### src/mbus_pkg.sv
package mbus_pkg;

	// ----------------------------------------------------------
	// Bus widths
	// ----------------------------------------------------------

	// Word address, byte address bits 23:1
	localparam int ADDR_W = 23;
	localparam int BYTE_ADDR_W = ADDR_W + 1;
	localparam int DATA_W = 16;
	localparam int BE_W = DATA_W / 8;

	// 64 KB work RAM as 32K words
	localparam int RAM_AW = 15;

	// SSF2 style bank registers
	localparam int BANK_W = 5;
	localparam int BANK_N = 8;

	// ----------------------------------------------------------
	// Address map
	// ----------------------------------------------------------

	// ROM area ends at 4 MB
	localparam logic [BYTE_ADDR_W-1:0] ROM_LIMIT = 24'h400000;

	// Banking only for carts larger than 2 MB
	localparam logic [BYTE_ADDR_W-1:0] ROM_BANKED_MIN = 24'h200000;

	// Control registers live at A11x00
	localparam logic [11:0] CTRL_HI = 12'hA11;
	localparam logic [3:0] CTRL_BUSREQ_PAGE = 4'd1;
	localparam logic [3:0] CTRL_RESET_PAGE = 4'd2;

	// Bank registers at A130xx
	localparam logic [15:0] BANK_HI = 16'hA130;

	// Work RAM is the top eighth, E00000-FFFFFF
	localparam logic [2:0] RAM_HI = 3'b111;

	// NOP opcode, what the bus floats to after reset
	localparam logic [DATA_W-1:0] OPEN_BUS_INIT = 16'h4E71;

	// ----------------------------------------------------------
	// Types
	// ----------------------------------------------------------

	typedef enum logic [2:0] {
		tgt_rom,
		tgt_ram,
		tgt_ctrl,
		tgt_bank,
		tgt_none
	} mbus_target_t;

	typedef enum logic [1:0] {
		st_idle,
		st_rom_wait,
		st_ram_read,
		st_done
	} mbus_state_t;

endpackage
### src/mbus_result.sv
module mbus_result import mbus_pkg::*; (
	input  logic              MCLK,
	input  logic              reset,

	input  logic              exe_valid,
	input  logic [DATA_W-1:0] exe_data,
	input  logic              exe_from_mem,
	output logic              exe_ready,

	output logic [DATA_W-1:0] open_bus,

	output logic              resp_valid,
	output logic [DATA_W-1:0] resp_data,
	input  logic              resp_ready
);

	logic exe_fire;

	assign exe_ready = !resp_valid || resp_ready;
	assign exe_fire = exe_valid && exe_ready;

	always_ff @(posedge MCLK) begin
		if (reset)
			resp_valid <= 1'b0;
		else if (exe_fire)
			resp_valid <= 1'b1;
		else if (resp_ready)
			resp_valid <= 1'b0;
	end

	always_ff @(posedge MCLK) begin
		if (exe_fire)
			resp_data <= exe_data;
	end

	// Last word seen on the data bus from ROM or RAM
	always_ff @(posedge MCLK) begin
		if (reset)
			open_bus <= OPEN_BUS_INIT;
		else if (exe_fire && exe_from_mem)
			open_bus <= exe_data;
	end

endmodule

### config.mk
export PLATFORM = sky130hd
export DESIGN_NAME = mbus_result
export DESIGN_NICKNAME = d
export VERILOG_FILES = /design/src/mbus_pkg.sv /design/src/mbus_result.sv
export SDC_FILE = /design/constraint.sdc
export NUM_CORES = 1
export LEC_CHECK = 0
export BUFFER_PORTS_ARGS = -buffer_cell sky130_fd_sc_hd__buf_2
export CORE_UTILIZATION = 39
export CTS_CLUSTER_SIZE = 30
export DETAILED_ROUTE_END_ITERATION = 8
export PLACE_DENSITY = 0.68
export SETUP_SLACK_MARGIN = 0.05
export SLEW_MARGIN = 15
export SYNTH_ARGS = -nofsm -noshare
export SYNTH_HDL_FRONTEND = slang
export SYNTH_SLANG_ARGS = --single-unit
### constraint.sdc
create_clock -name MCLK -period 1.2 [get_ports MCLK]
set_clock_uncertainty 0.05 [all_clocks]
set_input_delay 0 -clock MCLK [delete_from_list [all_inputs] [get_ports MCLK]]
set_output_delay 0 -clock MCLK [all_outputs]
set_load 0.05 [all_outputs]
=== Word-level counts from Yosys, hierarchy flattened ===
Cells that the tools add are included.

* Register bits after elaboration: 33
* Output and inout bits: 34
* Word-level logic and storage cells: 10

* Muxes and demuxes: 2
* Reductions and logical operators: 5

{| class="wikitable"
|+ Operator list
! operator !! count
|-
| 1-bit logical AND || 2
|-
| 1-bit two-way mux || 2
|-
| 2-bit nonzero test || 1
|-
| 1-bit logical NOT || 1
|-
| 1-bit logical OR || 1
|}

=== Longest topological paths before layout ===
Gate-level depths: netlist (run 1).

* Depth after elaboration: 4
* Mapped depth: 5
* Depth with buffers taken out: 3

=== Least setup slack after synthesis (run 1) ===
OpenSTA, ideal clock, no wires.

* Kind: reg-to-reg
* From: register resp_valid
* To: register open_bus[14]
* Arrival: 1.489 ns
* Required time: 1.030 ns
* Setup slack: -0.459 ns
* Stages on the path, launching flop included: 6
* Period minus slack after synthesis: 1.659 ns
* Cell sequence: dfxtp_1 -> nand2b_4 -> and3_4 -> buf_6 -> buf_12 -> mux2i_1

* Word-level cells in the longest chain between the ends: 4

{| class="wikitable"
|+ Ends and longest elaborated chain
! item !! RTL line !! RTL
|-
| start, declared || mbus_result.sv:12 || <nowiki>output logic resp_valid,</nowiki>
|-
| start signal, assigned || mbus_result.sv:24 || <nowiki>resp_valid <= 1'b0;</nowiki>
|-
| start signal, assigned || mbus_result.sv:26 || <nowiki>resp_valid <= 1'b1;</nowiki>
|-
| start signal, assigned || mbus_result.sv:28 || <nowiki>resp_valid <= 1'b0;</nowiki>
|-
| 1-bit logical NOT || mbus_result.sv:19 || <nowiki>assign exe_ready = !resp_valid || resp_ready;</nowiki>
|-
| 1-bit logical OR || mbus_result.sv:19 ||
|-
| net exe_ready || mbus_result.sv:8 || <nowiki>output logic exe_ready,</nowiki>
|-
| 1-bit logical AND || mbus_result.sv:20 || <nowiki>assign exe_fire = exe_valid && exe_ready;</nowiki>
|-
| 1-bit logical AND || mbus_result.sv:40 || <nowiki>else if (exe_fire && exe_from_mem)</nowiki>
|-
| end signal, assigned || mbus_result.sv:41 || <nowiki>open_bus <= exe_data;</nowiki>
|-
| end, declared || mbus_result.sv:10 || <nowiki>output logic [DATA_W-1:0] open_bus,</nowiki>
|}

The timed path passes the listed nets, and every way through them passes these cells.
A chain may end at the register's enable or synchronous reset.

=== Worst setup path after layout (run 1) ===
* From: input resp_ready
* To: register resp_data[9], enable pin

* Word-level cells in the longest chain between the ends: 2

{| class="wikitable"
|+ Ends and longest elaborated chain
! item !! RTL line !! RTL
|-
| start, declared || mbus_result.sv:14 || <nowiki>input logic resp_ready</nowiki>
|-
| 1-bit logical OR || mbus_result.sv:19 ||
|-
| 1-bit logical AND || mbus_result.sv:20 ||
|-
| net exe_fire || mbus_result.sv:17 || <nowiki>logic exe_fire;</nowiki>
|-
| end signal, assigned || mbus_result.sv:33 || <nowiki>resp_data <= exe_data;</nowiki>
|-
| end, declared || mbus_result.sv:13 || <nowiki>output logic [DATA_W-1:0] resp_data,</nowiki>
|}

The timed path passes the listed nets, and every way through them passes these cells.

==> impl_metrics.csv, run 1 <==
group,metric,value,unit
status,status,"finished, violations left",
status,failed_checks,"DRC",
route,drt-initial-drc-count,23,
global_route,grt_max_degree,34,
global_route,grt_pass1_wl,3790,um
sta,slew_violations,0,
route,num_vias,924,
worst_setup_path,crit_slowest_cell,"dlygate4sd3_1",
cts,cts_max_level,2,
sta,setup_violations,0,
worst_setup_path,r2r_cells,4,
worst_setup_path,start_kind,"primary input",
sta,worst_pin_slew,0.470,ns
worst_setup_path,rr_startpoint,"resp_valid$_SDFFE_PP0P_",
placed_design,hpwl,1540,um
route,drt_pre_antenna_iters,6,
die,start_util,42.6,%
worst_setup_path,reg2reg_to,"open_bus[13]$_SDFFE_PP0P_",
sta,timing.fmax,899,MHz
synth,ys_seq_elements,33,
worst_setup_path,r2r_slack,0.10,ns
sta,final_hold_viol_count,0,
synth,yosys.cell_types.count,13,
synth,syn_inst,91,
die,floorplan.core_area,0.00288,mm^2
cts,cts_tree,"yes",
cells_and_area,nets,189,
job,maxCapViolCount,0,
pwr,powerDensity,1320,mW/mm^2
route,routed_wl,2390,um
global_route,antenna_found_initial,0,
synth,synth_area,0.00122,mm^2
cells_and_area,fin_util,62.9,%
cells_and_area,n_fill_cell,235,
die,die-area,0.00337,mm^2
placed_design,gp_congestion,0.773,
sta,rsz0062_at_grt,"yes",
cts,cts_num_sinks,33,
synth,yosys_warnings,0,
worst_setup_path,startpoint,"resp_ready",
placed_design,place_area,0.00153,mm^2
cts,cts-buffers-inserted,5,
die,die_x,58.0,um
synth,ys_seq_area_share,67.0,%
global_route,grt_overflow,0,
cells_and_area,drive_gt1_share,39.6,%
route,post_drt_via_cell_ratio,4.38,
worst_setup_path,cp_slowest_stage_delay,0.53,ns
cts,clk_pin_slew,0.09,ns
die,floorplan.io_pins,55,
cells_and_area,n_antenna_cell,0,
die,num_rows,19,
route,wl_met1,991,um
pwr,leakagePower,0.771,nW
sta,holdWs,0.0739,ns
min_path,hold_class,"primary input to flop",
route,met2_wirelength,1210,um
route,top_layer,"met4",
sta,relSlewSlack,68.7,%
global_route,groute.usage.overall,15.6,%
pwr,max-vdd-ir-drop,0.809,mV
cts,clk_path_buf_depth,2,
cts,cts_resized,0,
worst_setup_path,crit_required,1.24,ns
synth,postSynthAreaPerCell,13.5,um^2
worst_setup_path,cp-end-kind,"flop",
sta,period_share,92.7,%
sta,fin_crit,1.11,ns
route,drc_errors,4,
cts,cts_root_buf,"clkbuf_4",
worst_setup_path,path_cells,"dlygate4sd3_1, buf_2, nand2b_4, and2_2, buf_12",
die,die_h,58.0,um
cts,clk_latency,0.33,ns
cells_and_area,area_delta_synth_final,47.6,%
route,wire_per_inst,11.3,um
worst_setup_path,crit_fanout,16,
worst_setup_path,crit_arrival,1.15,ns
route,wl_met3,136,um
synth,synth_fp_nets,112,
placed_design,port-buffer-count,54,
worst_setup_path,timing.critical_path.to,"resp_data[9]$_DFFE_PP_",
cells_and_area,stdcell_area,0.00181,mm^2
route,drtAntennaViolNets,0,
global_route,grt_pass1_vias,869,
worst_setup_path,path_class,"primary input to flop",
[power breakdown]
part / leakage (nW) / internal, mW / switching, mW
registers: 0.295 / 1.25 / 0.0224
logic: 0.444 / 0.169 / 0.328
clock network: 0.0326 / 0.289 / 0.335
[cell usage in the layout (no fill, tap or decap), types with 2 or more instances in the layout]
cell type      synthesis  layout
dlygate4sd3_1          0      18
clkbuf_1               3       2
clkbuf_4               0       5
buf_2                  0      54
edfxtp_1              16      16
nand2b_1              16      16
dfxtp_1               17      16
buf_12                 1       3
mux2i_1               16      16
nor2_1                16      16
[flip-flops by register name, summed over array words and instances (netlist names)]
register and cells:
resp_valid 1, open_bus 16, resp_data 16
[layer usage]
| metal | GRT usage, % | vias up |
|---|---|---|
| li1 | - | 459 |
| met2 | 26.3 | 31 |
| met3 | 6.25 | 6 |
| met5 | 0 | - |
| met4 | 8.16 | 0 |
| met1 | 16.7 | 428 |
[layout make-up]
| type | instances | area [um^2] | share of cell area, % |
|---|---|---|---|
| Inverter | 1 | 3.75 | 0.208 |
| Timing Repair Buffer | 75 | 510 | 28.2 |
| Multi-Input combinational cell | 52 | 358 | 19.8 |
| Tap cell | 42 | 52.6 | 2.91 |
| Clock buffer | 8 | 58.8 | 3.25 |
| Sequential cell | 33 | 825 | 45.6 |
[what timing repair did]
item	in CTS	in global routing
endpoints found under the hold margin	33	0
setup buffers	2	0
setup endpoints to repair	4	5
hold buffers	18	0
[cell families (layout without fill, tap and decap cells)]
family	count (synthesis)	in the layout	synth area share [%]
and+or+nand+nor	35	35	15.7
muxes	16	16	13.1
DFF	33	33	67.0
AOI/OAI and AO/OA	1	1	0.408
buffers and inverters	6	84	3.78
[synth_stat cells]
master     n  area share [%]
nand2b_1  16             8.2
buf_12     1             1.6
clkbuf_1   3            0.92
nor2_1    16             4.9
nand2b_4   1             1.1
edfxtp_1  16              39
mux2i_1   16              13
a21oi_1    1            0.41
and2_2     1            0.61
and3_4     1            0.92
inv_1      1            0.31
dfxtp_1   17              28
buf_6      1            0.92
[per-stage QoR]
| stage | cells | TNS (ns) | power (mW) | worst slack [ns] |
|---|---|---|---|---|
| after floorplan | 91 | -2.95 | 1.62 | -0.124 |
| after global placement | 183 | 0 | 1.72 | 0.106 |
| after detailed placement | 183 | 0 | 1.73 | 0.0573 |
| after CTS | 211 | 0 | 2.42 | 0.100 |
| after global routing | 211 | 0 | 2.50 | 0.0417 |
| final | 211 | 0 | 2.39 | 0.0875 |
[worst min-delay path by stage]
stage          cells after the start    startpoint                       to  slack (ns)
4_1_cts                            2         reset  resp_valid$_SDFFE_PP0P_        0.06
3_5_place_dp                       1  exe_data[14]  resp_data[14]$_DFFE_PP_        0.14
3_3_place_gp                       1  exe_data[14]  resp_data[14]$_DFFE_PP_        0.14
6_report                           2         reset  resp_valid$_SDFFE_PP0P_        0.07
5_1_grt                            2         reset  resp_valid$_SDFFE_PP0P_        0.12
2_1_floorplan                      0   exe_data[0]   resp_data[0]$_DFFE_PP_        0.05
[critical path: cells and delay by family]
family	cells	cell delay [ns]
AND/OR/NAND/NOR	2	0.35
buffers and inverters	3	0.80
Power figures use the tool's default switching activity.
==> inputs of run 2 (changes only) <==
Settings changed: RECOVER_POWER set to 25.
==> impl_metrics.csv, run 2 (synthesized netlist as in run 1, its figures left out) <==
group,metric,value,unit
sta,slew_violations,0,
global_route,groute.usage.overall,15.6,%
route,drc_errors,4,
placed_design,pre_cts_ws,0.0573,ns
sta,fin_tns_setup,0,ns
sta,timing.fmax,896,MHz
cts,clk_pin_slew,0.09,ns
cells_and_area,multi_input_area,358,um^2
placed_design,dp_cells,183,
die,start_util,42.6,%
worst_setup_path,rr_startpoint,"resp_valid$_SDFFE_PP0P_",
placed_design,hpwl,1540,um
min_path,hold_class,"primary input to flop",
cells_and_area,final_cell_mix,"buf_2, dlygate4sd3_1",
sta,rsz0062_at_grt,"yes",
cts,cts-buffers-inserted,5,
placed_design,gp_congestion,0.773,
pwr,power.internal,1.70,mW
worst_setup_path,crit_arrival,1.15,ns
cells_and_area,nets,189,
worst_setup_path,cp-end-kind,"flop",
placed_design,place_area,0.00153,mm^2
sta,final.setup.worst_slack,0.0836,ns
cts,cts_tree,"yes",
pwr,seqPwrFrac,53.3,%
cts,cts_num_sinks,33,
worst_setup_path,r2r_cells,4,
cells_and_area,n_antenna_cell,0,
pwr,p_sw,0.680,mW
cells_and_area,fin_util,62.5,%
die,die_h,58.0,um
route,num_vias,917,
pwr,max-vdd-ir-drop,0.756,mV
route,post_drt_via_cell_ratio,4.35,
sta,period_share,93.0,%
worst_setup_path,reg2reg_to,"open_bus[13]$_SDFFE_PP0P_",
pwr,powerDensity,1320,mW/mm^2
worst_setup_path,critPathBufInv,3,
pwr,swShare,28.6,%
cells_and_area,stdcell_count,211,
worst_setup_path,crit_required,1.24,ns
route,drt-initial-drc-count,19,
job,maxCapViolCount,0,
worst_setup_path,cp_slowest_stage_delay,0.53,ns
worst_setup_path,crit_family,"buffers and inverters",
global_route,antenna_found_initial,0,
cts,clk_latency,0.32,ns
route,drt_pre_antenna_iters,6,
sta,fin_crit,1.12,ns
cts,cts_max_level,2,
min_path,hold_depth,2,
cells_and_area,final_common_cell,"buf_2",
status,status,"finished, violations left",
cells_and_area,seq_area,825,um^2
route,routed_wl,2370,um
global_route,grt_pass1_vias,869,
global_route,grt_max_degree,34,
cells_and_area,largestRegisters,"open_bus x16, resp_data x16, resp_valid x1",
cells_and_area,n_fill_cell,240,
sta,setup_violations,0,
cells_and_area,drive_gt1_share,34.3,%
worst_setup_path,crit_slowest_cell,"dlygate4sd3_1",
die,floorplan.core_area,0.00288,mm^2
cts,clk_path_buf_depth,2,
pwr,p_clk_share,26.0,%
min_path,holdCritStartpoint,"reset",
pwr,leakagePower,0.747,nW
global_route,grt_pass1_wl,3790,um
die,die_x,58.0,um
die,floorplan.io_pins,55,
worst_setup_path,path_cells,"dlygate4sd3_1, buf_2, nand2b_4, and2_2, buf_12",
pwr,p_total,2.38,mW
cts,cts_root_buf,"clkbuf_4",
route,wire_per_inst,11.2,um
cells_and_area,stdcell_area,0.00180,mm^2
min_path,hold_path_end,"resp_valid$_SDFFE_PP0P_",
placed_design,port-buffer-count,54,
sta,relSlewSlack,68.6,%
global_route,grt_overflow,0,
pwr,combPwrFrac,20.7,%
worst_setup_path,r2r_slack,0.10,ns
die,num_rows,19,
status,failed_checks,"DRC",
worst_setup_path,crit_fanout,16,
route,drtAntennaViolNets,0,
sta,holdWs,0.0808,ns
cells_and_area,area_delta_synth_final,46.7,%
sta,final_hold_viol_count,0,
worst_setup_path,path_class,"primary input to flop",
worst_setup_path,start_kind,"primary input",
die,die-area,0.00337,mm^2
sta,worst_pin_slew,0.472,ns
-- run 2: cell count changes in the layout (fill, tap and decap cells not counted) --
cell / previous run / this run
buf_2: 54 / 41
clkbuf_1: 2 / 11
clkbuf_2: 0 / 4
-- run 2: worst max path at each step --
stage                                           end               startpoint  cells past startpoint
after floorplan           open_bus[14]$_SDFFE_PP1P_  resp_valid$_SDFFE_PP0P_                      5
after global placement     open_bus[2]$_SDFFE_PP0P_  resp_valid$_SDFFE_PP0P_                      3
after detailed placement  open_bus[13]$_SDFFE_PP0P_  resp_valid$_SDFFE_PP0P_                      3
after CTS                 open_bus[11]$_SDFFE_PP1P_  resp_valid$_SDFFE_PP0P_                      4
after global routing      open_bus[11]$_SDFFE_PP1P_  resp_valid$_SDFFE_PP0P_                      4
final                        resp_data[9]$_DFFE_PP_               resp_ready                      5
-- run 2: what timing repair did --
item,in CTS,in global routing
pin swaps,0,0
endpoints found under the setup margin,4,5
hold buffers,18,0
setup buffers,2,0
gates resized for setup,0,0
endpoints found under the hold margin,33,0
-- run 2: final cells by class --
class | count | share of cell area, %
timing repair buffer | 75 | 27.8
inverter | 1 | 0.209
clock buffer | 8 | 3.27
multi-input combinational | 52 | 19.9
tap | 42 | 2.92
sequential | 33 | 45.9
-- run 2: power groups by stage --
stage / registers (mW) / clock network (mW) / logic, mW
2_1_floorplan: 1.51 / 0 / 0.108
3_3_place_gp: 1.29 / 0 / 0.431
3_5_place_dp: 1.29 / 0 / 0.436
4_1_cts: 1.27 / 0.651 / 0.498
5_1_grt: 1.28 / 0.706 / 0.518
6_report: 1.27 / 0.618 / 0.493
-- run 2: metal layers --
layer | vias up | routed length, um | track usage, %
met2 | 30 | 1210 | 26.3
met5 | - | 0 | 0
met1 | 423 | 997 | 16.7
met3 | 2 | 134 | 6.25
met4 | 0 | 27 | 8.16
li1 | 462 | - | -
==> inputs of run 3 (changes only) <==
Settings changed: CORE_UTILIZATION 39 to 30, PLACE_DENSITY 0.68 to unset.
==> impl_metrics.csv, run 3 (synthesized netlist as in run 1, its figures left out) <==
group,metric,value,unit
status,status,"finished, violations left",
status,failed_checks,"hold timing",
die,die_h,65.9,um
worst_setup_path,cp-end-kind,"flop",
cells_and_area,final_common_cell,"buf_2",
cells_and_area,area_delta_synth_final,49.6,%
cts,clk_path_buf_depth,2,
placed_design,place_area,0.00154,mm^2
route,post_drt_via_cell_ratio,4.23,
pwr,powerDensity,1500,mW/mm^2
cts,cts-buffers-inserted,5,
cts,cts_max_level,2,
cells_and_area,n_antenna_cell,0,
worst_setup_path,start_kind,"flop",
cts,cts_tree,"yes",
sta,final_hold_viol_count,1,
global_route,grt_pass1_vias,886,
pwr,max-vdd-ir-drop,0.662,mV
job,maxCapViolCount,0,
sta,timing.fmax,904,MHz
placed_design,gp_congestion,0.746,
cts,cts_root_buf,"clkbuf_8",
global_route,antenna_found_initial,0,
global_route,grt_max_degree,34,
die,num_rows,22,
sta,slew_violations,0,
cells_and_area,stdcell_area,0.00183,mm^2
global_route,grt_overflow,0,
die,floorplan.io_pins,55,
route,drt_pre_antenna_iters,4,
cells_and_area,nets,188,
worst_setup_path,crit_arrival,1.10,ns
cells_and_area,drive_gt1_share,31.5,%
sta,relSlewSlack,69.3,%
sta,rsz0062_at_grt,"no",
pwr,p_total,2.75,mW
die,die_x,65.9,um
die,die-area,0.00434,mm^2
route,drtAntennaViolNets,0,
global_route,groute.usage.overall,12.7,%
die,floorplan.core_area,0.00380,mm^2
route,drt-initial-drc-count,44,
cts,ctsHoldBuffers,17,
cts,cts_num_sinks,33,
placed_design,port-buffer-count,54,
sta,worst_pin_slew,0.461,ns
cts,clk_latency,0.28,ns
cts,clk_pin_slew,0.06,ns
cells_and_area,largestRegisters,"open_bus x16, resp_data x16, resp_valid x1",
route,drc_errors,0,
route,wire_per_inst,11.4,um
sta,setup_violations,0,
route,routed_wl,2470,um
cells_and_area,final_cell_mix,"buf_2, dlygate4sd3_1, dfxtp_1",
worst_setup_path,crit_required,1.19,ns
sta,holdWs,-0.0235,ns
global_route,grt_pass1_wl,3930,um
min_path,hold_class,"primary input to flop",
route,num_vias,914,
worst_setup_path,crit_fanout,16,
sta,fin_crit,1.11,ns
die,start_util,32.2,%
sta,period_share,92.2,%
pwr,leakagePower,0.751,nW
worst_setup_path,path_class,"flop to flop",
==> run 3: cell types whose count changed in the layout (fill, tap and decap cells not counted), sizes merged <==
cell,delta
clkinv,+1
buf,-3
bufinv,+1
dlygate4sd3,-1
clkbuf,+1
==> run 3: repair_timing <==
action / 4_1_cts / 5_1_grt
gates resized for setup: 0 / 0
setup buffers: 2 / 0
setup endpoints to repair: 3 / 0
hold endpoints to repair: 33 / 1
==> run 3: through the flow <==
stage	std cells	utilization [%]	worst slack [ns]	TNS, ns	hold WS [ns]
after floorplan	91	-	-0.124	-2.95	0.0489
after global placement	189	40.4	0.107	0	0.143
after detailed placement	189	40.4	0.0441	0	0.144
after CTS	216	48.8	0.0962	0	-0.0389
after global routing	216	48.3	0.0430	0	-0.0192
final	216	48.3	0.0935	0	-0.0235
==> run 3: layout make-up <==
type	count	area, um^2
clock buffer	6	72.6
clock inverter	2	35.0
fill	386	1970
inverter	1	3.75
multi-input combinational	52	358
sequential	33	821
tap	48	60.1
timing repair buffer	74	483
==> run 3: layer usage <==
| metal | vias to the layer above | global-route usage (%) | part of all wire, % | wire, um |
|---|---|---|---|---|
| met3 | 6 | 5.86 | 7.1 | 176 |
| li1 | 456 | - | - | - |
| met1 | 418 | 13.3 | 41 | 1000 |
| met4 | 0 | 6.52 | 2.2 | 54 |
| met2 | 34 | 21.2 | 50 | 1230 |
| met5 | - | 0 | 0 | 0 |
==> run 3: final timing paths <==
path,startpoint,to,slack [ns],cells after the start
worst max-delay path,resp_valid$_SDFFE_PP0P_,resp_data[13]$_DFFE_PP_,0.09,3
worst min-delay path,resp_ready,resp_valid$_SDFFE_PP0P_,-0.02,3
worst max register to register,resp_valid$_SDFFE_PP0P_,resp_data[13]$_DFFE_PP_,0.09,3
worst min register to register,open_bus[1]$_SDFFE_PP0P_,open_bus[1]$_SDFFE_PP0P_,0.42,2
==> run 3: critical path, cell delays in order, from the launching register on <==
cell,delay (ns)
dfxtp_1,0.38
nand2b_4,0.07
and2_2,0.21
buf_12,0.15
==> run 3: power by group <==
group | switching (mW) | total, mW | internal, mW
Sequential | 0.0220 | 1.27 | 1.25
Clock | 0.382 | 0.997 | 0.615
Combinational | 0.327 | 0.488 | 0.161
Total | 0.731 | 2.75 | 2.02
