[config.mk]
export PLATFORM = sky130hd
export DESIGN_NAME = mbus_decode
export DESIGN_NICKNAME = d
export VERILOG_FILES = /design/src/mbus_pkg.sv /design/src/mbus_decode.sv
export SDC_FILE = /design/constraint.sdc
export NUM_CORES = 1
export LEC_CHECK = 0
export BUFFER_PORTS_ARGS = -buffer_cell sky130_fd_sc_hd__buf_4
export CELL_PAD_IN_SITES_DETAIL_PLACEMENT = 1
export CELL_PAD_IN_SITES_GLOBAL_PLACEMENT = 1
export CORE_ASPECT_RATIO = 1.25
export CORE_UTILIZATION = 33
export CTS_CLUSTER_SIZE = 12
export DETAILED_ROUTE_END_ITERATION = 16
export GPL_TIMING_DRIVEN = 0
export PLACE_DENSITY = 0.75
export REMOVE_ABC_BUFFERS = 1
export SYNTH_ARGS = -nofsm -noshare
export SYNTH_HDL_FRONTEND = slang
export SYNTH_SLANG_ARGS = --single-unit
[constraint.sdc]
create_clock -name MCLK -period 2.3 [get_ports MCLK]
set_input_delay 0.23 -clock MCLK [delete_from_list [all_inputs] [get_ports MCLK]]
set_output_delay 0.23 -clock MCLK [all_outputs]
set_load 0.005 [all_outputs]
[src/mbus_pkg.sv]
package mbus_pkg;

	// ----------------------------------------------------------
	// Bus widths
	// ----------------------------------------------------------

	// Word address, byte address bits 23:1
	localparam int ADDR_W = 23;
	localparam int BYTE_ADDR_W = ADDR_W + 1;
	localparam int DATA_W = 16;
	localparam int BE_W = DATA_W / 8;

	// 64 KB work RAM as 32K words
	localparam int RAM_AW = 15;

	// SSF2 style bank registers
	localparam int BANK_W = 5;
	localparam int BANK_N = 8;

	// ----------------------------------------------------------
	// Address map
	// ----------------------------------------------------------

	// ROM area ends at 4 MB
	localparam logic [BYTE_ADDR_W-1:0] ROM_LIMIT = 24'h400000;

	// Banking only for carts larger than 2 MB
	localparam logic [BYTE_ADDR_W-1:0] ROM_BANKED_MIN = 24'h200000;

	// Control registers live at A11x00
	localparam logic [11:0] CTRL_HI = 12'hA11;
	localparam logic [3:0] CTRL_BUSREQ_PAGE = 4'd1;
	localparam logic [3:0] CTRL_RESET_PAGE = 4'd2;

	// Bank registers at A130xx
	localparam logic [15:0] BANK_HI = 16'hA130;

	// Work RAM is the top eighth, E00000-FFFFFF
	localparam logic [2:0] RAM_HI = 3'b111;

	// NOP opcode, what the bus floats to after reset
	localparam logic [DATA_W-1:0] OPEN_BUS_INIT = 16'h4E71;

	// ----------------------------------------------------------
	// Types
	// ----------------------------------------------------------

	typedef enum logic [2:0] {
		tgt_rom,
		tgt_ram,
		tgt_ctrl,
		tgt_bank,
		tgt_none
	} mbus_target_t;

	typedef enum logic [1:0] {
		st_idle,
		st_rom_wait,
		st_ram_read,
		st_done
	} mbus_state_t;

endpackage
[src/mbus_decode.sv]
module mbus_decode import mbus_pkg::*; (
	input  logic                   MCLK,
	input  logic                   reset,

	input  logic                   req_valid,
	output logic                   req_ready,
	input  logic [ADDR_W-1:0]      req_addr,
	input  logic                   req_write,
	input  logic [DATA_W-1:0]      req_wdata,
	input  logic [BE_W-1:0]        req_be,

	input  logic [BYTE_ADDR_W-1:0] rom_size,

	output logic                   dec_valid,
	output mbus_target_t           dec_target,
	output logic [ADDR_W-1:0]      dec_addr,
	output logic                   dec_write,
	output logic [DATA_W-1:0]      dec_wdata,
	output logic [BE_W-1:0]        dec_be,
	input  logic                   dec_ready
);

	logic [BYTE_ADDR_W-1:0] byte_addr;
	logic [3:0]             page;
	mbus_target_t           target;

	assign byte_addr = {req_addr, 1'b0};
	assign page = byte_addr[11:8];

	// Take a new request when empty or draining this cycle
	assign req_ready = !dec_valid || dec_ready;

	// ----------------------------------------------------------
	// Address map
	// ----------------------------------------------------------
	always_comb begin
		target = tgt_none;
		if (byte_addr < ROM_LIMIT) begin
			// Past the end of the cart reads as nothing
			if (byte_addr < rom_size)
				target = tgt_rom;
		end else if (byte_addr[23:12] == CTRL_HI && byte_addr[7:1] == 7'd0) begin
			if (page == CTRL_BUSREQ_PAGE || page == CTRL_RESET_PAGE)
				target = tgt_ctrl;
		end else if (byte_addr[23:8] == BANK_HI) begin
			target = tgt_bank;
		end else if (byte_addr[23:21] == RAM_HI) begin
			target = tgt_ram;
		end
	end

	always_ff @(posedge MCLK) begin
		if (reset)
			dec_valid <= 1'b0;
		else if (req_ready)
			dec_valid <= req_valid;
	end

	always_ff @(posedge MCLK) begin
		if (req_valid && req_ready) begin
			dec_target <= target;
			dec_addr <= req_addr;
			dec_write <= req_write;
			dec_wdata <= req_wdata;
			dec_be <= req_be;
		end
	end

endmodule

==> Word level (Yosys, flattened, before mapping) <==
Index checks and enable logic that the tools add are counted.
{ "totals": {"register_bits": 46, "output_inout_bits": 47, "inputBits": 70, "elab_cells": 25} }
{ "classes": {"eq_ne": 5, "muxes": 6, "n_lt_le_gt_ge": 2, "reduce_logical": 6} }
{ "ops": {"columns": ["cell", "n"], "rows": [
  ["less-than comparator 24 x 23 -> 1 bit (second input constant)", 1],
  ["less-than comparator 24 bit", 1],
  ["two-way mux 3 bit", 6],
  ["equality test 16 bit (second input constant)", 1],
  ["equality test 12 bit (second input constant)", 1],
  ["zero test 7 bit", 1],
  ["equality test 4 x 1 -> 1 bit (second input constant)", 1],
  ["equality test 4 x 2 -> 1 bit (second input constant)", 1],
  ["equality test 3 bit (second input constant)", 1],
  ["logical AND 1 bit", 2],
  ["logical OR 1 bit", 2],
  ["zero test 1 bit", 1]
]} }

==> Depth between registers and ports, before layout <==
Gate-level depths: netlist of run 1.
{ "depth": {"ltp_word": 5, "mapped_depth": 7, "mapped_depth_nobuf": 7} }

==> Worst setup path before layout of run 1 <==
OpenSTA, ideal clock, no wires.
{ "synth_path": {"path_type": "register to register", "startpoint": "register dec_valid", "endpoint": "register dec_addr[0] (enable)", "setup_slack_ps": 367, "t_arrival_ps": 1526, "synth_period_minus_slack_ps": 1933, "path_buffers": 0, "setup_time_ps": 407, "stages_incl_launch_ff": 3, "required_ps": 1893, "cell_sequence": "dfxtp_1 -> nand2b_1 -> and2_1"} }
{ "synth_via": {"elab_chain_cells": 3} }
{ "synth_lines": {"columns": ["element", "line_no", "rtl"], "rows": [
  ["start, declared", "mbus_decode.sv:14", "output logic dec_valid,"],
  ["start signal, assigned", "mbus_decode.sv:56", "dec_valid <= req_valid;"],
  ["zero test 1 bit", "mbus_decode.sv:31", "assign req_ready = !dec_valid || dec_ready;"],
  ["logical OR 1 bit", "mbus_decode.sv:31", null],
  ["net req_ready", "mbus_decode.sv:6", "output logic req_ready,"],
  ["logical AND 1 bit", "mbus_decode.sv:60", "if (req_valid && req_ready) begin"],
  ["end signal, assigned", "mbus_decode.sv:62", "dec_addr <= req_addr;"],
  ["end, declared", "mbus_decode.sv:16", "output logic [ADDR_W-1:0] dec_addr,"]
]} }
The timed path passes the listed nets, and every way through them passes these cells.
A chain may end at the register's enable or synchronous reset.

==> Final worst setup path of run 1 <==
{ "layout_path": {"startpoint": "input req_addr[22]", "endpoint": "register dec_target[2], data pin"} }
{ "layout_via": {"elab_chain_cells": 5, "elab_cells_between_ends": 11, "cone_classes": "2 x order compare; 3 x eq/ne; 5 x mux; 1 x reduce/logical"} }
{ "layout_lines": {"columns": ["element", "line_no", "rtl"], "rows": [
  ["start, declared", "mbus_decode.sv:7", "input logic [ADDR_W-1:0] req_addr,"],
  ["branches (longest 4 deep; another with less-than comparator 24 bit)", null, null],
  ["two-way mux 3 bit *", "mbus_decode.sv:38", "if (byte_addr < ROM_LIMIT) begin"],
  ["net target[2]", "mbus_decode.sv:25", "mbus_target_t target;"],
  ["end signal, assigned", "mbus_decode.sv:61", "dec_target <= target;"],
  ["end, declared", "mbus_decode.sv:15", "output mbus_target_t dec_target,"]
]} }
Mark *: on every way through the listed nets, which the timed path passes.

==> impl_metrics.prom, run 1 <==
# TYPE chip_impl_metric gauge
chip_impl_info{name="r2r_start",value="dec_valid"} 1
chip_impl_metric{name="synth_simple_gate_area_share",unit="%"} 7.86
chip_impl_metric{name="setup_tns",unit="ps"} 0
chip_impl_metric{name="synth_edf_count",unit=""} 45
chip_impl_metric{name="grt_pass1_vias",unit=""} 1682
chip_impl_info{name="final_common_cell",value="buf_4"} 1
chip_impl_metric{name="post_cts_setup_repair_buffer_count",unit=""} 0
chip_impl_metric{name="layout_worst_path_cycle_share",unit="%"} 69.0
chip_impl_metric{name="clock-sinks",unit=""} 46
chip_impl_metric{name="synth.mux.area_fraction",unit="%"} 0
chip_impl_metric{name="die_width",unit="um"} 73.1
chip_impl_metric{name="synthesis.area",unit="um2"} 2090
chip_impl_info{name="maxUsedRoutingLayer",value="met4"} 1
chip_impl_metric{name="power_per_cell_area",unit="nW/um2"} 589
chip_impl_metric{name="postSynthRegisterBits",unit=""} 46
chip_impl_metric{name="timing.slew.headroom",unit="%"} 69.1
chip_impl_metric{name="post-route-worst-setup-slack",unit="ps"} 713
chip_impl_metric{name="antenna_violating_nets_post_route",unit=""} 0
chip_impl_metric{name="clock_power_share",unit="%"} 31.6
chip_impl_info{name="timing.hold.worst.class",value="primary input to flop"} 1
chip_impl_metric{name="floorplan.rows",unit=""} 32
chip_impl_info{name="critical_path.endpoint_type",value="flop"} 1
chip_impl_metric{name="hold_viol_final",unit=""} 0
chip_impl_metric{name="cap_viol_max_count",unit=""} 0
chip_impl_metric{name="areaGrowthSynthToFinish",unit="%"} 53.1
chip_impl_info{name="status",value="finished clean"} 1
chip_impl_info{name="critPathLaunchType",value="primary input"} 1
chip_impl_metric{name="ctsLongestPathBuffers",unit=""} 2
chip_impl_metric{name="netlist-cell-type-count",unit=""} 28
chip_impl_info{name="crit_path_cell_trace",value="buf_4, ha_1, nand4_1, nor4_1, o311ai_1, a211oi_2"} 1
chip_impl_metric{name="net-switching-power",unit="W"} 0.000406
chip_impl_metric{name="met1_length",unit="um"} 1800
chip_impl_metric{name="synth_top_area_share",unit="%"} 64.8
chip_impl_metric{name="timing.critical_path.fanout_max",unit=""} 5
chip_impl_metric{name="clock_period_minus_worst_slack",unit="ps"} 1590
chip_impl_metric{name="nNetsFinal",unit=""} 363
chip_impl_metric{name="drt-vias-per-instance",unit=""} 4.53
chip_impl_info{name="crit_start",value="req_addr[22]"} 1
chip_impl_metric{name="ctsHoldBuffers",unit=""} 0
chip_impl_metric{name="synth.avg_cell_area",unit="um2"} 14.3
chip_impl_metric{name="track_usage",unit="%"} 15.1
chip_impl_metric{name="internal_power_component",unit="W"} 0.00148
chip_impl_metric{name="critical_path.max_stage_delay",unit="ps"} 480
chip_impl_info{name="combinational_family_with_the_most_area_after_synthesis",value="adder cells"} 1
chip_impl_metric{name="fmaxAchievable",unit="GHz"} 0.630
chip_impl_metric{name="remaining_drc_errors",unit=""} 0
chip_impl_info{name="synth.largest_area_cell",value="edfxtp_1"} 1
chip_impl_metric{name="num_cts_buffers",unit=""} 5
chip_impl_metric{name="tightest_slew",unit="ps"} 459
chip_impl_metric{name="grt_first_pass_wirelength",unit="um"} 7560
chip_impl_metric{name="fin_worst_skew",unit="ps"} 7.67
chip_impl_metric{name="dr.first_iter.drc_count",unit=""} 34
chip_impl_metric{name="vias",unit=""} 1614
chip_impl_metric{name="count_of_input_and_output_buffers",unit=""} 116
chip_impl_info{name="timing.critical_path.slowest_stage_cell",value="nor4_1"} 1
chip_impl_metric{name="total_leakage_power",unit="nW"} 1.47
chip_impl_metric{name="drive_above_1_share",unit="%"} 47.6
chip_impl_metric{name="netlist_instances",unit=""} 146
chip_impl_metric{name="critical_path_buf_inv_count",unit=""} 1
chip_impl_info{name="layout_common_cells",value="buf_4, edfxtp_1, inv_1, ha_1, a21oi_1"} 1
chip_impl_info{name="min_from",value="reset"} 1
chip_impl_metric{name="yosys_warnings",unit=""} 0
chip_impl_info{name="rsz0062_at_grt",value="no"} 1
chip_impl_metric{name="crit_required",unit="ps"} 2440
chip_impl_metric{name="route.detailed.wl_per_inst",unit="um"} 13.5
chip_impl_metric{name="num_antenna_cells",unit=""} 0
chip_impl_metric{name="finalWirelength",unit="um"} 4810
chip_impl_metric{name="max-vdd-ir-drop",unit="V"} 0.000361
chip_impl_metric{name="arrival",unit="ps"} 1720
chip_impl_metric{name="drt_pre_antenna_iters",unit=""} 3
chip_impl_metric{name="place.gp.congestion",unit=""} 0.680
chip_impl_metric{name="initial_core_util",unit="%"} 34.0
chip_impl_metric{name="fraction_of_the_yosys_area_taken_by_sequential_cells",unit="%"} 65.7
chip_impl_metric{name="worst-r2r-setup-slack",unit="ps"} 870
chip_impl_info{name="crit_family",value="simple AND/OR/NAND/NOR gates"} 1
chip_impl_metric{name="seq_power_share",unit="%"} 52.6
chip_impl_metric{name="final_area",unit="um2"} 3190
chip_impl_metric{name="dpl_cell_area",unit="um2"} 3080
chip_impl_metric{name="power.share.switching",unit="%"} 21.6
chip_impl_metric{name="number_of_antenna_violations_at_the_first_check_in_global_routing",unit=""} 0
chip_impl_metric{name="cts.clk_slew.worst_paths",unit="ps"} 90
chip_impl_metric{name="grt_max_degree",unit=""} 30
chip_impl_metric{name="htree_levels",unit=""} 2
chip_impl_info{name="path_class",value="primary input to flop"} 1
chip_impl_metric{name="post_cts.resized_instances",unit=""} 0
chip_impl_info{name="yosys_most_used_dff",value="edfxtp_1"} 1
chip_impl_metric{name="grt_overflow_total",unit=""} 0
chip_impl_metric{name="clock_insertion_delay_worst_skew",unit="ps"} 290
chip_impl_metric{name="power.combinational.fraction",unit="%"} 15.8
chip_impl_metric{name="fp.coreArea",unit="um2"} 6130
chip_impl_metric{name="ios",unit=""} 117
chip_impl_metric{name="dr_wl_met3",unit="um"} 347
chip_impl_metric{name="met2_length",unit="um"} 2560
chip_impl_metric{name="post-place-ws",unit="ps"} 383
chip_impl_metric{name="setup_violations",unit=""} 0
chip_impl_metric{name="fp.dieArea",unit="um2"} 6640
chip_impl_metric{name="filler_cell_count",unit=""} 663
chip_impl_metric{name="synth-async-reset-ratio",unit="%"} 0
chip_impl_info{name="cts_root_buf",value="clkbuf_8"} 1
chip_impl_metric{name="synth-compound-area-share",unit="%"} 7.92
chip_impl_metric{name="synth-xor-area-share",unit="%"} 0
chip_impl_metric{name="hpwlAfterDp",unit="um"} 4040
chip_impl_info{name="cts_tree",value="yes"} 1
chip_impl_metric{name="drv_slew",unit=""} 0
chip_impl_info{name="biggest_area_contributors_in_the_synthesized_netlist",value="edfxtp_1, ha_1, inv_1, a21oi_1, nand4_1"} 1
chip_impl_metric{name="chipHeight",unit="um"} 90.9
chip_impl_metric{name="synth-adder-area-share",unit="%"} 13.8
[synth_stat cells, types with 3 or more instances]
master and count:
nand4_1 4, edfxtp_1 45, nand2_1 6, nand3_1 3, nor4_1 3, o21ai_0 3, a21oi_1 14, ha_1 23
inv_1 26
[registers in the layout, indices dropped and copies added (netlist names)]
signal / cells
dec_addr: 23
dec_wdata: 16
dec_target: 3
dec_be: 2
dec_valid: 1
dec_write: 1
[final timing paths]
check                        to  cells past startpoint
setup reg to reg   dec_wdata[5]                      3
setup / recovery  dec_target[2]                      6
hold / removal        dec_valid                      2
hold reg to reg       dec_valid                      2
[final cells by class]
| cell class | count | area, um2 | area share (%) |
|---|---|---|---|
| Sequential cell | 46 | 1370 | 42.9 |
| Inverter | 26 | 97.6 | 3.06 |
| Multi-Input combinational cell | 74 | 618 | 19.3 |
| Tap cell | 85 | 106 | 3.33 |
| Clock buffer | 6 | 72.6 | 2.27 |
| Timing Repair Buffer | 117 | 891 | 27.9 |
| Clock inverter | 2 | 37.5 | 1.18 |
[power groups by stage]
stage | Combinational [W] | Clock (W) | Sequential [W]
floorplan | 0.0000884 | 0 | 0.00102
global placement | 0.000291 | 0 | 0.00101
detailed placement | 0.000305 | 0 | 0.00101
CTS | 0.000306 | 0.000613 | 0.000991
global route | 0.000338 | 0.000634 | 0.000994
finish | 0.000298 | 0.000594 | 0.000990
[cell families (layout without fill, tap and decap cells)]
group	after synthesis	in the layout
compound gates	26	26
flops	46	46
buf+inv	26	151
fa+ha+maj	23	23
simple gates	25	25
[per-layer routing]
| layer | track usage (%) | vias up |
|---|---|---|
| li1 | - | 790 |
| met1 | 15.9 | 746 |
| met2 | 28.0 | 72 |
| met3 | 3.24 | 6 |
| met4 | 6.21 | 0 |
| met5 | 0 | - |
[metrics by stage]
| stage | instances | utilization [%] | hold WS (ps) | total power [W] |
|---|---|---|---|---|
| floorplan | 146 | - | 299 | 0.00111 |
| global placement | 347 | 50.0 | 385 | 0.00130 |
| detailed placement | 348 | 50.3 | 386 | 0.00131 |
| CTS | 356 | 52.1 | 77.0 | 0.00191 |
| global route | 356 | 52.1 | 72.2 | 0.00197 |
| finish | 356 | 52.1 | 86.2 | 0.00188 |
No activity file was read; power rests on OpenSTA's default activity.
==> inputs of run 2 (changes only) <==
clock period = 1.6 ns   (was 2.3 ns; I/O delays follow)
==> run 2 against run 1 <==
- combinational power grew 45%
- worst setup slack lost 580 ps
- core utilization grew 0.22 points
- power grew 44%
- clock power grew 44%
- final area grew 0.43%
- non-clock buffer count grew 1
- first-iteration DRC count grew 2.9%
- critical path depth is the same
- critical path type unchanged
==> impl_metrics.prom, run 2 (synthesis gave the netlist of run 1 again) <==
# TYPE chip_impl_metric gauge
chip_impl_info{name="layout_common_cells",value="buf_4, edfxtp_1, inv_1, ha_1, a21oi_1"} 1
chip_impl_info{name="cts_root_buf",value="clkbuf_8"} 1
chip_impl_metric{name="cap_viol_max_count",unit=""} 0
chip_impl_info{name="largestRegisters",value="dec_addr x23, dec_wdata x16, dec_target x3"} 1
chip_impl_metric{name="clock_power_share",unit="%"} 31.6
chip_impl_metric{name="ctsLongestPathBuffers",unit=""} 2
chip_impl_metric{name="die_width",unit="um"} 73.1
chip_impl_metric{name="dpl_cell_area",unit="um2"} 3080
chip_impl_metric{name="internal_power_component",unit="W"} 0.00212
chip_impl_metric{name="filler_cell_count",unit=""} 662
chip_impl_info{name="crit_family",value="simple AND/OR/NAND/NOR gates"} 1
chip_impl_metric{name="placed_cells",unit=""} 348
chip_impl_metric{name="total_power",unit="W"} 0.00271
chip_impl_info{name="timing.critical_path.slowest_stage_cell",value="or4b_1"} 1
chip_impl_metric{name="track_usage",unit="%"} 15.1
chip_impl_metric{name="layout_worst_path_cycle_share",unit="%"} 91.7
chip_impl_info{name="critical_path.endpoint_type",value="flop"} 1
chip_impl_metric{name="dr.first_iter.drc_count",unit=""} 35
chip_impl_metric{name="antenna_violating_nets_post_route",unit=""} 0
chip_impl_metric{name="power.combinational.fraction",unit="%"} 15.9
chip_impl_metric{name="hold_slack",unit="ps"} 16.2
chip_impl_metric{name="fp.dieArea",unit="um2"} 6640
chip_impl_metric{name="arrival",unit="ps"} 1510
chip_impl_metric{name="critical_path_buf_inv_count",unit=""} 1
chip_impl_metric{name="timing.critical_path.fanout_max",unit=""} 3
chip_impl_metric{name="clock-sinks",unit=""} 46
chip_impl_info{name="timing.hold.worst.class",value="primary input to flop"} 1
chip_impl_metric{name="power.share.switching",unit="%"} 21.7
chip_impl_info{name="critPathLaunchType",value="primary input"} 1
chip_impl_info{name="cts_tree",value="yes"} 1
chip_impl_metric{name="setup_tns",unit="ps"} 0
chip_impl_metric{name="critical_path.max_stage_delay",unit="ps"} 570
chip_impl_metric{name="remaining_drc_errors",unit=""} 0
chip_impl_metric{name="fp.coreArea",unit="um2"} 6130
chip_impl_metric{name="initial_core_util",unit="%"} 34.0
chip_impl_metric{name="power_per_cell_area",unit="nW/um2"} 845
chip_impl_metric{name="max-vdd-ir-drop",unit="V"} 0.000520
chip_impl_metric{name="route.detailed.wl_per_inst",unit="um"} 13.5
chip_impl_metric{name="place.gp.congestion",unit=""} 0.680
chip_impl_metric{name="grt_overflow_total",unit=""} 0
chip_impl_metric{name="largest_register_ffs",unit=""} 23
chip_impl_metric{name="final_area",unit="um2"} 3210
chip_impl_metric{name="ctsHoldBuffers",unit=""} 0
chip_impl_metric{name="number_of_antenna_violations_at_the_first_check_in_global_routing",unit=""} 0
chip_impl_metric{name="drv_slew",unit=""} 0
chip_impl_metric{name="drt_pre_antenna_iters",unit=""} 4
chip_impl_metric{name="count_of_input_and_output_buffers",unit=""} 116
chip_impl_metric{name="vias",unit=""} 1622
chip_impl_info{name="path_class",value="primary input to flop"} 1
chip_impl_metric{name="grt_pass1_vias",unit=""} 1682
chip_impl_metric{name="drive_above_1_share",unit="%"} 48.2
chip_impl_metric{name="timing.slew.headroom",unit="%"} 69.3
chip_impl_metric{name="instances_no_fill",unit=""} 357
chip_impl_info{name="status",value="finished clean"} 1
chip_impl_metric{name="clock_period_minus_worst_slack",unit="ps"} 1470
chip_impl_metric{name="seq_power_share",unit="%"} 52.5
chip_impl_metric{name="fin_worst_skew",unit="ps"} 8.05
chip_impl_metric{name="tightest_slew",unit="ps"} 460
chip_impl_metric{name="finalWirelength",unit="um"} 4830
chip_impl_metric{name="num_antenna_cells",unit=""} 0
chip_impl_info{name="largest_register_by_flop_count",value="dec_addr"} 1
chip_impl_metric{name="areaGrowthSynthToFinish",unit="%"} 53.8
chip_impl_info{name="crit_path_cell_trace",value="buf_4, or4b_1, nor4_2, nand4_1, a221oi_2, a211oi_2"} 1
chip_impl_metric{name="crit_required",unit="ps"} 1640
chip_impl_metric{name="chipHeight",unit="um"} 90.9
chip_impl_metric{name="grt_max_degree",unit=""} 30
chip_impl_metric{name="nNetsFinal",unit=""} 364
chip_impl_metric{name="htree_levels",unit=""} 2
chip_impl_metric{name="cts.clk_slew.worst_paths",unit="ps"} 90
chip_impl_metric{name="hold_viol_final",unit=""} 0
chip_impl_metric{name="floorplan.rows",unit=""} 32
chip_impl_metric{name="hpwlAfterDp",unit="um"} 4040
chip_impl_metric{name="drt-vias-per-instance",unit=""} 4.54
chip_impl_metric{name="fmaxAchievable",unit="GHz"} 0.681
chip_impl_info{name="final_common_cell",value="buf_4"} 1
chip_impl_metric{name="num_cts_buffers",unit=""} 5
chip_impl_metric{name="grt_first_pass_wirelength",unit="um"} 7560
chip_impl_metric{name="clock_insertion_delay_worst_skew",unit="ps"} 290
chip_impl_metric{name="net-switching-power",unit="W"} 0.000588
chip_impl_metric{name="total_leakage_power",unit="nW"} 1.47
chip_impl_metric{name="setup_violations",unit=""} 0
chip_impl_metric{name="ios",unit=""} 117
-- run 2: changes by cell type in the layout (fill, tap and decap cells not counted) --
cell / previous run / this run
nor4_1: 3 / 2
buf_4: 116 / 117
nor4_2: 1 / 2
-- run 2: final cells by class --
type	count	area (um2)	area share, %
repair buffers	118	898	28.0
flip-flops and latches	46	1370	42.7
well taps	85	106	3.32
clock inverters	2	37.5	1.17
inverters	26	97.6	3.04
clock buffers	6	72.6	2.26
multi-input cells	74	624	19.5
-- run 2: metal layers --
metal	global-route usage [%]	part of all wire, %
met3	3.24	7.2
met2	28.0	53
met1	15.9	37
met4	6.21	2.0
met5	0	0
-- run 2: worst paths after layout --
path | depth (start not counted) | slack [ps] | to | start
max | 6 | 130 | dec_target[2] | req_addr[10]
min | 2 | 20 | dec_valid | reset
max reg2reg | 3 | 170 | dec_wdata[5] | dec_valid
min reg2reg | 2 | 530 | dec_valid | dec_valid
-- run 2: through the flow --
stage | util, % | worst slack [ps]
6_report | 52.4 | 132
4_1_cts | 52.1 | 58.0
5_1_grt | 52.4 | -1.59
2_1_floorplan | - | -333
3_5_place_dp | 50.3 | -247
3_3_place_gp | 50.0 | -750
-- run 2: power groups by stage --
stage               combinational (W)  clock [W]  sequential [W]
floorplan                    0.000127          0         0.00146
global placement             0.000419          0         0.00145
detailed placement           0.000439          0         0.00145
CTS                          0.000440   0.000881         0.00142
global route                 0.000488   0.000911         0.00143
finish                       0.000431   0.000857         0.00142
-- run 2: timing repair --
item,in CTS,in global routing
resized for setup,0,1
setup endpoints to repair,0,1
buffers inserted,0,1
==> inputs of run 3 (changes only) <==
GPL_TIMING_DRIVEN = not set   (was 0)
SLEW_MARGIN = 15   (was not set)
==> run 3 against run 2 <==
- largest power group unchanged
- clock skew is 2.1 ps lower
- clock-buffer cell count is 1 lower
- die area unchanged
- sequential power is essentially flat
- worst hold slack improved by 1.8 ps
- final cell count is 4.2% higher
- wire length rose by 11%
- fmax grew 1.5%
==> impl_metrics.prom, run 3 (synthesis gave the netlist of run 1 again) <==
# TYPE chip_impl_metric gauge
chip_impl_metric{name="dpl_cell_area",unit="um2"} 3200
chip_impl_metric{name="net-switching-power",unit="W"} 0.000627
chip_impl_metric{name="chipHeight",unit="um"} 90.9
chip_impl_metric{name="num_antenna_cells",unit=""} 0
chip_impl_metric{name="die_width",unit="um"} 73.1
chip_impl_metric{name="number_of_antenna_violations_at_the_first_check_in_global_routing",unit=""} 0
chip_impl_metric{name="seq_power_share",unit="%"} 51.4
chip_impl_metric{name="place.gp.congestion",unit=""} 0.717
chip_impl_metric{name="crit_required",unit="ps"} 1650
chip_impl_info{name="largest_register_by_flop_count",value="dec_addr"} 1
chip_impl_metric{name="antenna_violating_nets_post_route",unit=""} 0
chip_impl_metric{name="power.share.switching",unit="%"} 22.6
chip_impl_metric{name="htree_levels",unit=""} 2
chip_impl_metric{name="areaGrowthSynthToFinish",unit="%"} 59.4
chip_impl_metric{name="fp.coreArea",unit="um2"} 6130
chip_impl_metric{name="ios",unit=""} 117
chip_impl_metric{name="nNetsFinal",unit=""} 379
chip_impl_info{name="path_class",value="primary input to flop"} 1
chip_impl_info{name="crit_path_cell_trace",value="buf_4, or4b_1, nor4_2, nand4_1, a221oi_2, a211oi_2"} 1
chip_impl_metric{name="setup_tns",unit="ps"} 0
chip_impl_metric{name="remaining_drc_errors",unit=""} 0
chip_impl_metric{name="layout_worst_path_cycle_share",unit="%"} 90.4
chip_impl_metric{name="largest_register_ffs",unit=""} 23
chip_impl_metric{name="initial_core_util",unit="%"} 34.0
chip_impl_metric{name="grt_first_pass_wirelength",unit="um"} 8380
chip_impl_metric{name="fin_worst_skew",unit="ps"} 5.92
chip_impl_metric{name="timing.critical_path.fanout_max",unit=""} 2
chip_impl_info{name="status",value="finished clean"} 1
chip_impl_metric{name="track_usage",unit="%"} 16.9
chip_impl_metric{name="total_leakage_power",unit="nW"} 1.55
chip_impl_metric{name="hpwlAfterDp",unit="um"} 4430
chip_impl_metric{name="floorplan.rows",unit=""} 32
chip_impl_metric{name="critical_path.max_stage_delay",unit="ps"} 550
chip_impl_metric{name="final_area",unit="um2"} 3320
chip_impl_metric{name="grt_overflow_total",unit=""} 0
chip_impl_metric{name="count_of_input_and_output_buffers",unit=""} 116
chip_impl_info{name="cts_tree",value="yes"} 1
chip_impl_metric{name="finalWirelength",unit="um"} 5360
chip_impl_info{name="cts_root_buf",value="clkbuf_8"} 1
chip_impl_metric{name="clock_power_share",unit="%"} 31.9
chip_impl_metric{name="arrival",unit="ps"} 1500
chip_impl_metric{name="fp.dieArea",unit="um2"} 6640
chip_impl_metric{name="cts.clk_slew.worst_paths",unit="ps"} 90
chip_impl_metric{name="power.combinational.fraction",unit="%"} 16.7
chip_impl_metric{name="clock-sinks",unit=""} 46
chip_impl_metric{name="drv_slew",unit=""} 0
chip_impl_info{name="rsz0062_at_grt",value="no"} 1
chip_impl_metric{name="drt_pre_antenna_iters",unit=""} 4
chip_impl_info{name="final_common_cell",value="buf_4"} 1
chip_impl_metric{name="num_cts_buffers",unit=""} 5
chip_impl_metric{name="clock_period_minus_worst_slack",unit="ps"} 1450
chip_impl_info{name="layout_common_cells",value="buf_4, edfxtp_1, inv_1, ha_1, a21oi_1"} 1
chip_impl_metric{name="post_cts_setup_repair_buffer_count",unit=""} 0
chip_impl_info{name="largestRegisters",value="dec_addr x23, dec_wdata x16, dec_target x3"} 1
chip_impl_metric{name="cap_viol_max_count",unit=""} 0
chip_impl_metric{name="max-vdd-ir-drop",unit="V"} 0.000394
chip_impl_metric{name="power_per_cell_area",unit="nW/um2"} 834
chip_impl_metric{name="vias",unit=""} 1721
chip_impl_metric{name="ctsLongestPathBuffers",unit=""} 2
chip_impl_metric{name="setup_violations",unit=""} 0
chip_impl_metric{name="grt_pass1_vias",unit=""} 1811
chip_impl_metric{name="clock_insertion_delay_worst_skew",unit="ps"} 300
chip_impl_metric{name="share_of_the_core_filled_with_cells",unit="%"} 54.3
chip_impl_info{name="critPathLaunchType",value="primary input"} 1
chip_impl_metric{name="route.detailed.wl_per_inst",unit="um"} 14.4
chip_impl_metric{name="drive_above_1_share",unit="%"} 51.2
chip_impl_info{name="timing.critical_path.slowest_stage_cell",value="or4b_1"} 1
chip_impl_metric{name="tightest_slew",unit="ps"} 346
chip_impl_metric{name="fmaxAchievable",unit="GHz"} 0.691
chip_impl_metric{name="dr.first_iter.drc_count",unit=""} 56
chip_impl_metric{name="timing.slew.headroom",unit="%"} 76.6
chip_impl_info{name="timing.hold.worst.class",value="primary input to flop"} 1
chip_impl_metric{name="ctsHoldBuffers",unit=""} 0
chip_impl_metric{name="hold_viol_final",unit=""} 0
chip_impl_metric{name="drt-vias-per-instance",unit=""} 4.63
chip_impl_metric{name="internal_power_component",unit="W"} 0.00215
chip_impl_metric{name="grt_max_degree",unit=""} 46
chip_impl_info{name="critical_path.endpoint_type",value="flop"} 1
run 3: power groups by stage:
| stage | sequential [W] | clock [W] | combinational, W |
|---|---|---|---|
| after CTS | 0.00143 | 0.000905 | 0.000472 |
| after floorplan | 0.00146 | 0 | 0.000127 |
| final | 0.00143 | 0.000885 | 0.000463 |
| after global routing | 0.00143 | 0.000937 | 0.000519 |
| after detailed placement | 0.00145 | 0 | 0.000470 |
| after global placement | 0.00145 | 0 | 0.000453 |
run 3: routing by layer:
| metal | share of wire (%) | vias to the layer above | global-route usage [%] |
|---|---|---|---|
| li1 | - | 822 | - |
| met1 | 36 | 810 | 17.1 |
| met2 | 55 | 79 | 32.6 |
| met3 | 7.2 | 10 | 3.57 |
| met4 | 1.7 | 0 | 6.21 |
| met5 | 0 | - | 0 |
run 3: path summary, 6_finish.rpt:
check,startpoint,to,slack [ps],cells after the start
hold reg to reg,dec_valid,dec_valid,560,2
hold / removal,reset,dec_valid,20,2
setup / recovery,req_addr[10],dec_target[2],150,6
setup reg to reg,dec_valid,dec_addr[22],420,3
run 3: per-stage QoR:
stage          cells  hold slack [ps]  setup WS, ps  total power [W]
2_1_floorplan    146              229          -333          0.00159
3_3_place_gp     364              315          -139          0.00190
3_5_place_dp     364              335          -186          0.00192
4_1_cts          372             10.7           139          0.00280
5_1_grt          372             2.05          27.7          0.00289
6_report         372             18.0           153          0.00277
run 3: final cells by class:
cell class                 instances  area (um2)
clock buffer                       5        68.8
clock inverter                     3        43.8
inverter                          26        97.6
fill                             671        2800
multi-input combinational         74         626
timing repair buffer             133        1010
tap                               85         106
sequential                        46        1370
run 3: critical path: cells and delay by family:
family                 cells  cell delay, ps
AOI/OAI and AO/OA          2             320
buffers and inverters      1             120
and+or+nand+nor            3             890
run 3: timing repair:
| item | CTS | global route |
|---|---|---|
| hold endpoints to repair | 0 | 0 |
| resized for setup | 0 | 2 |
| setup endpoints to repair | 0 | 1 |
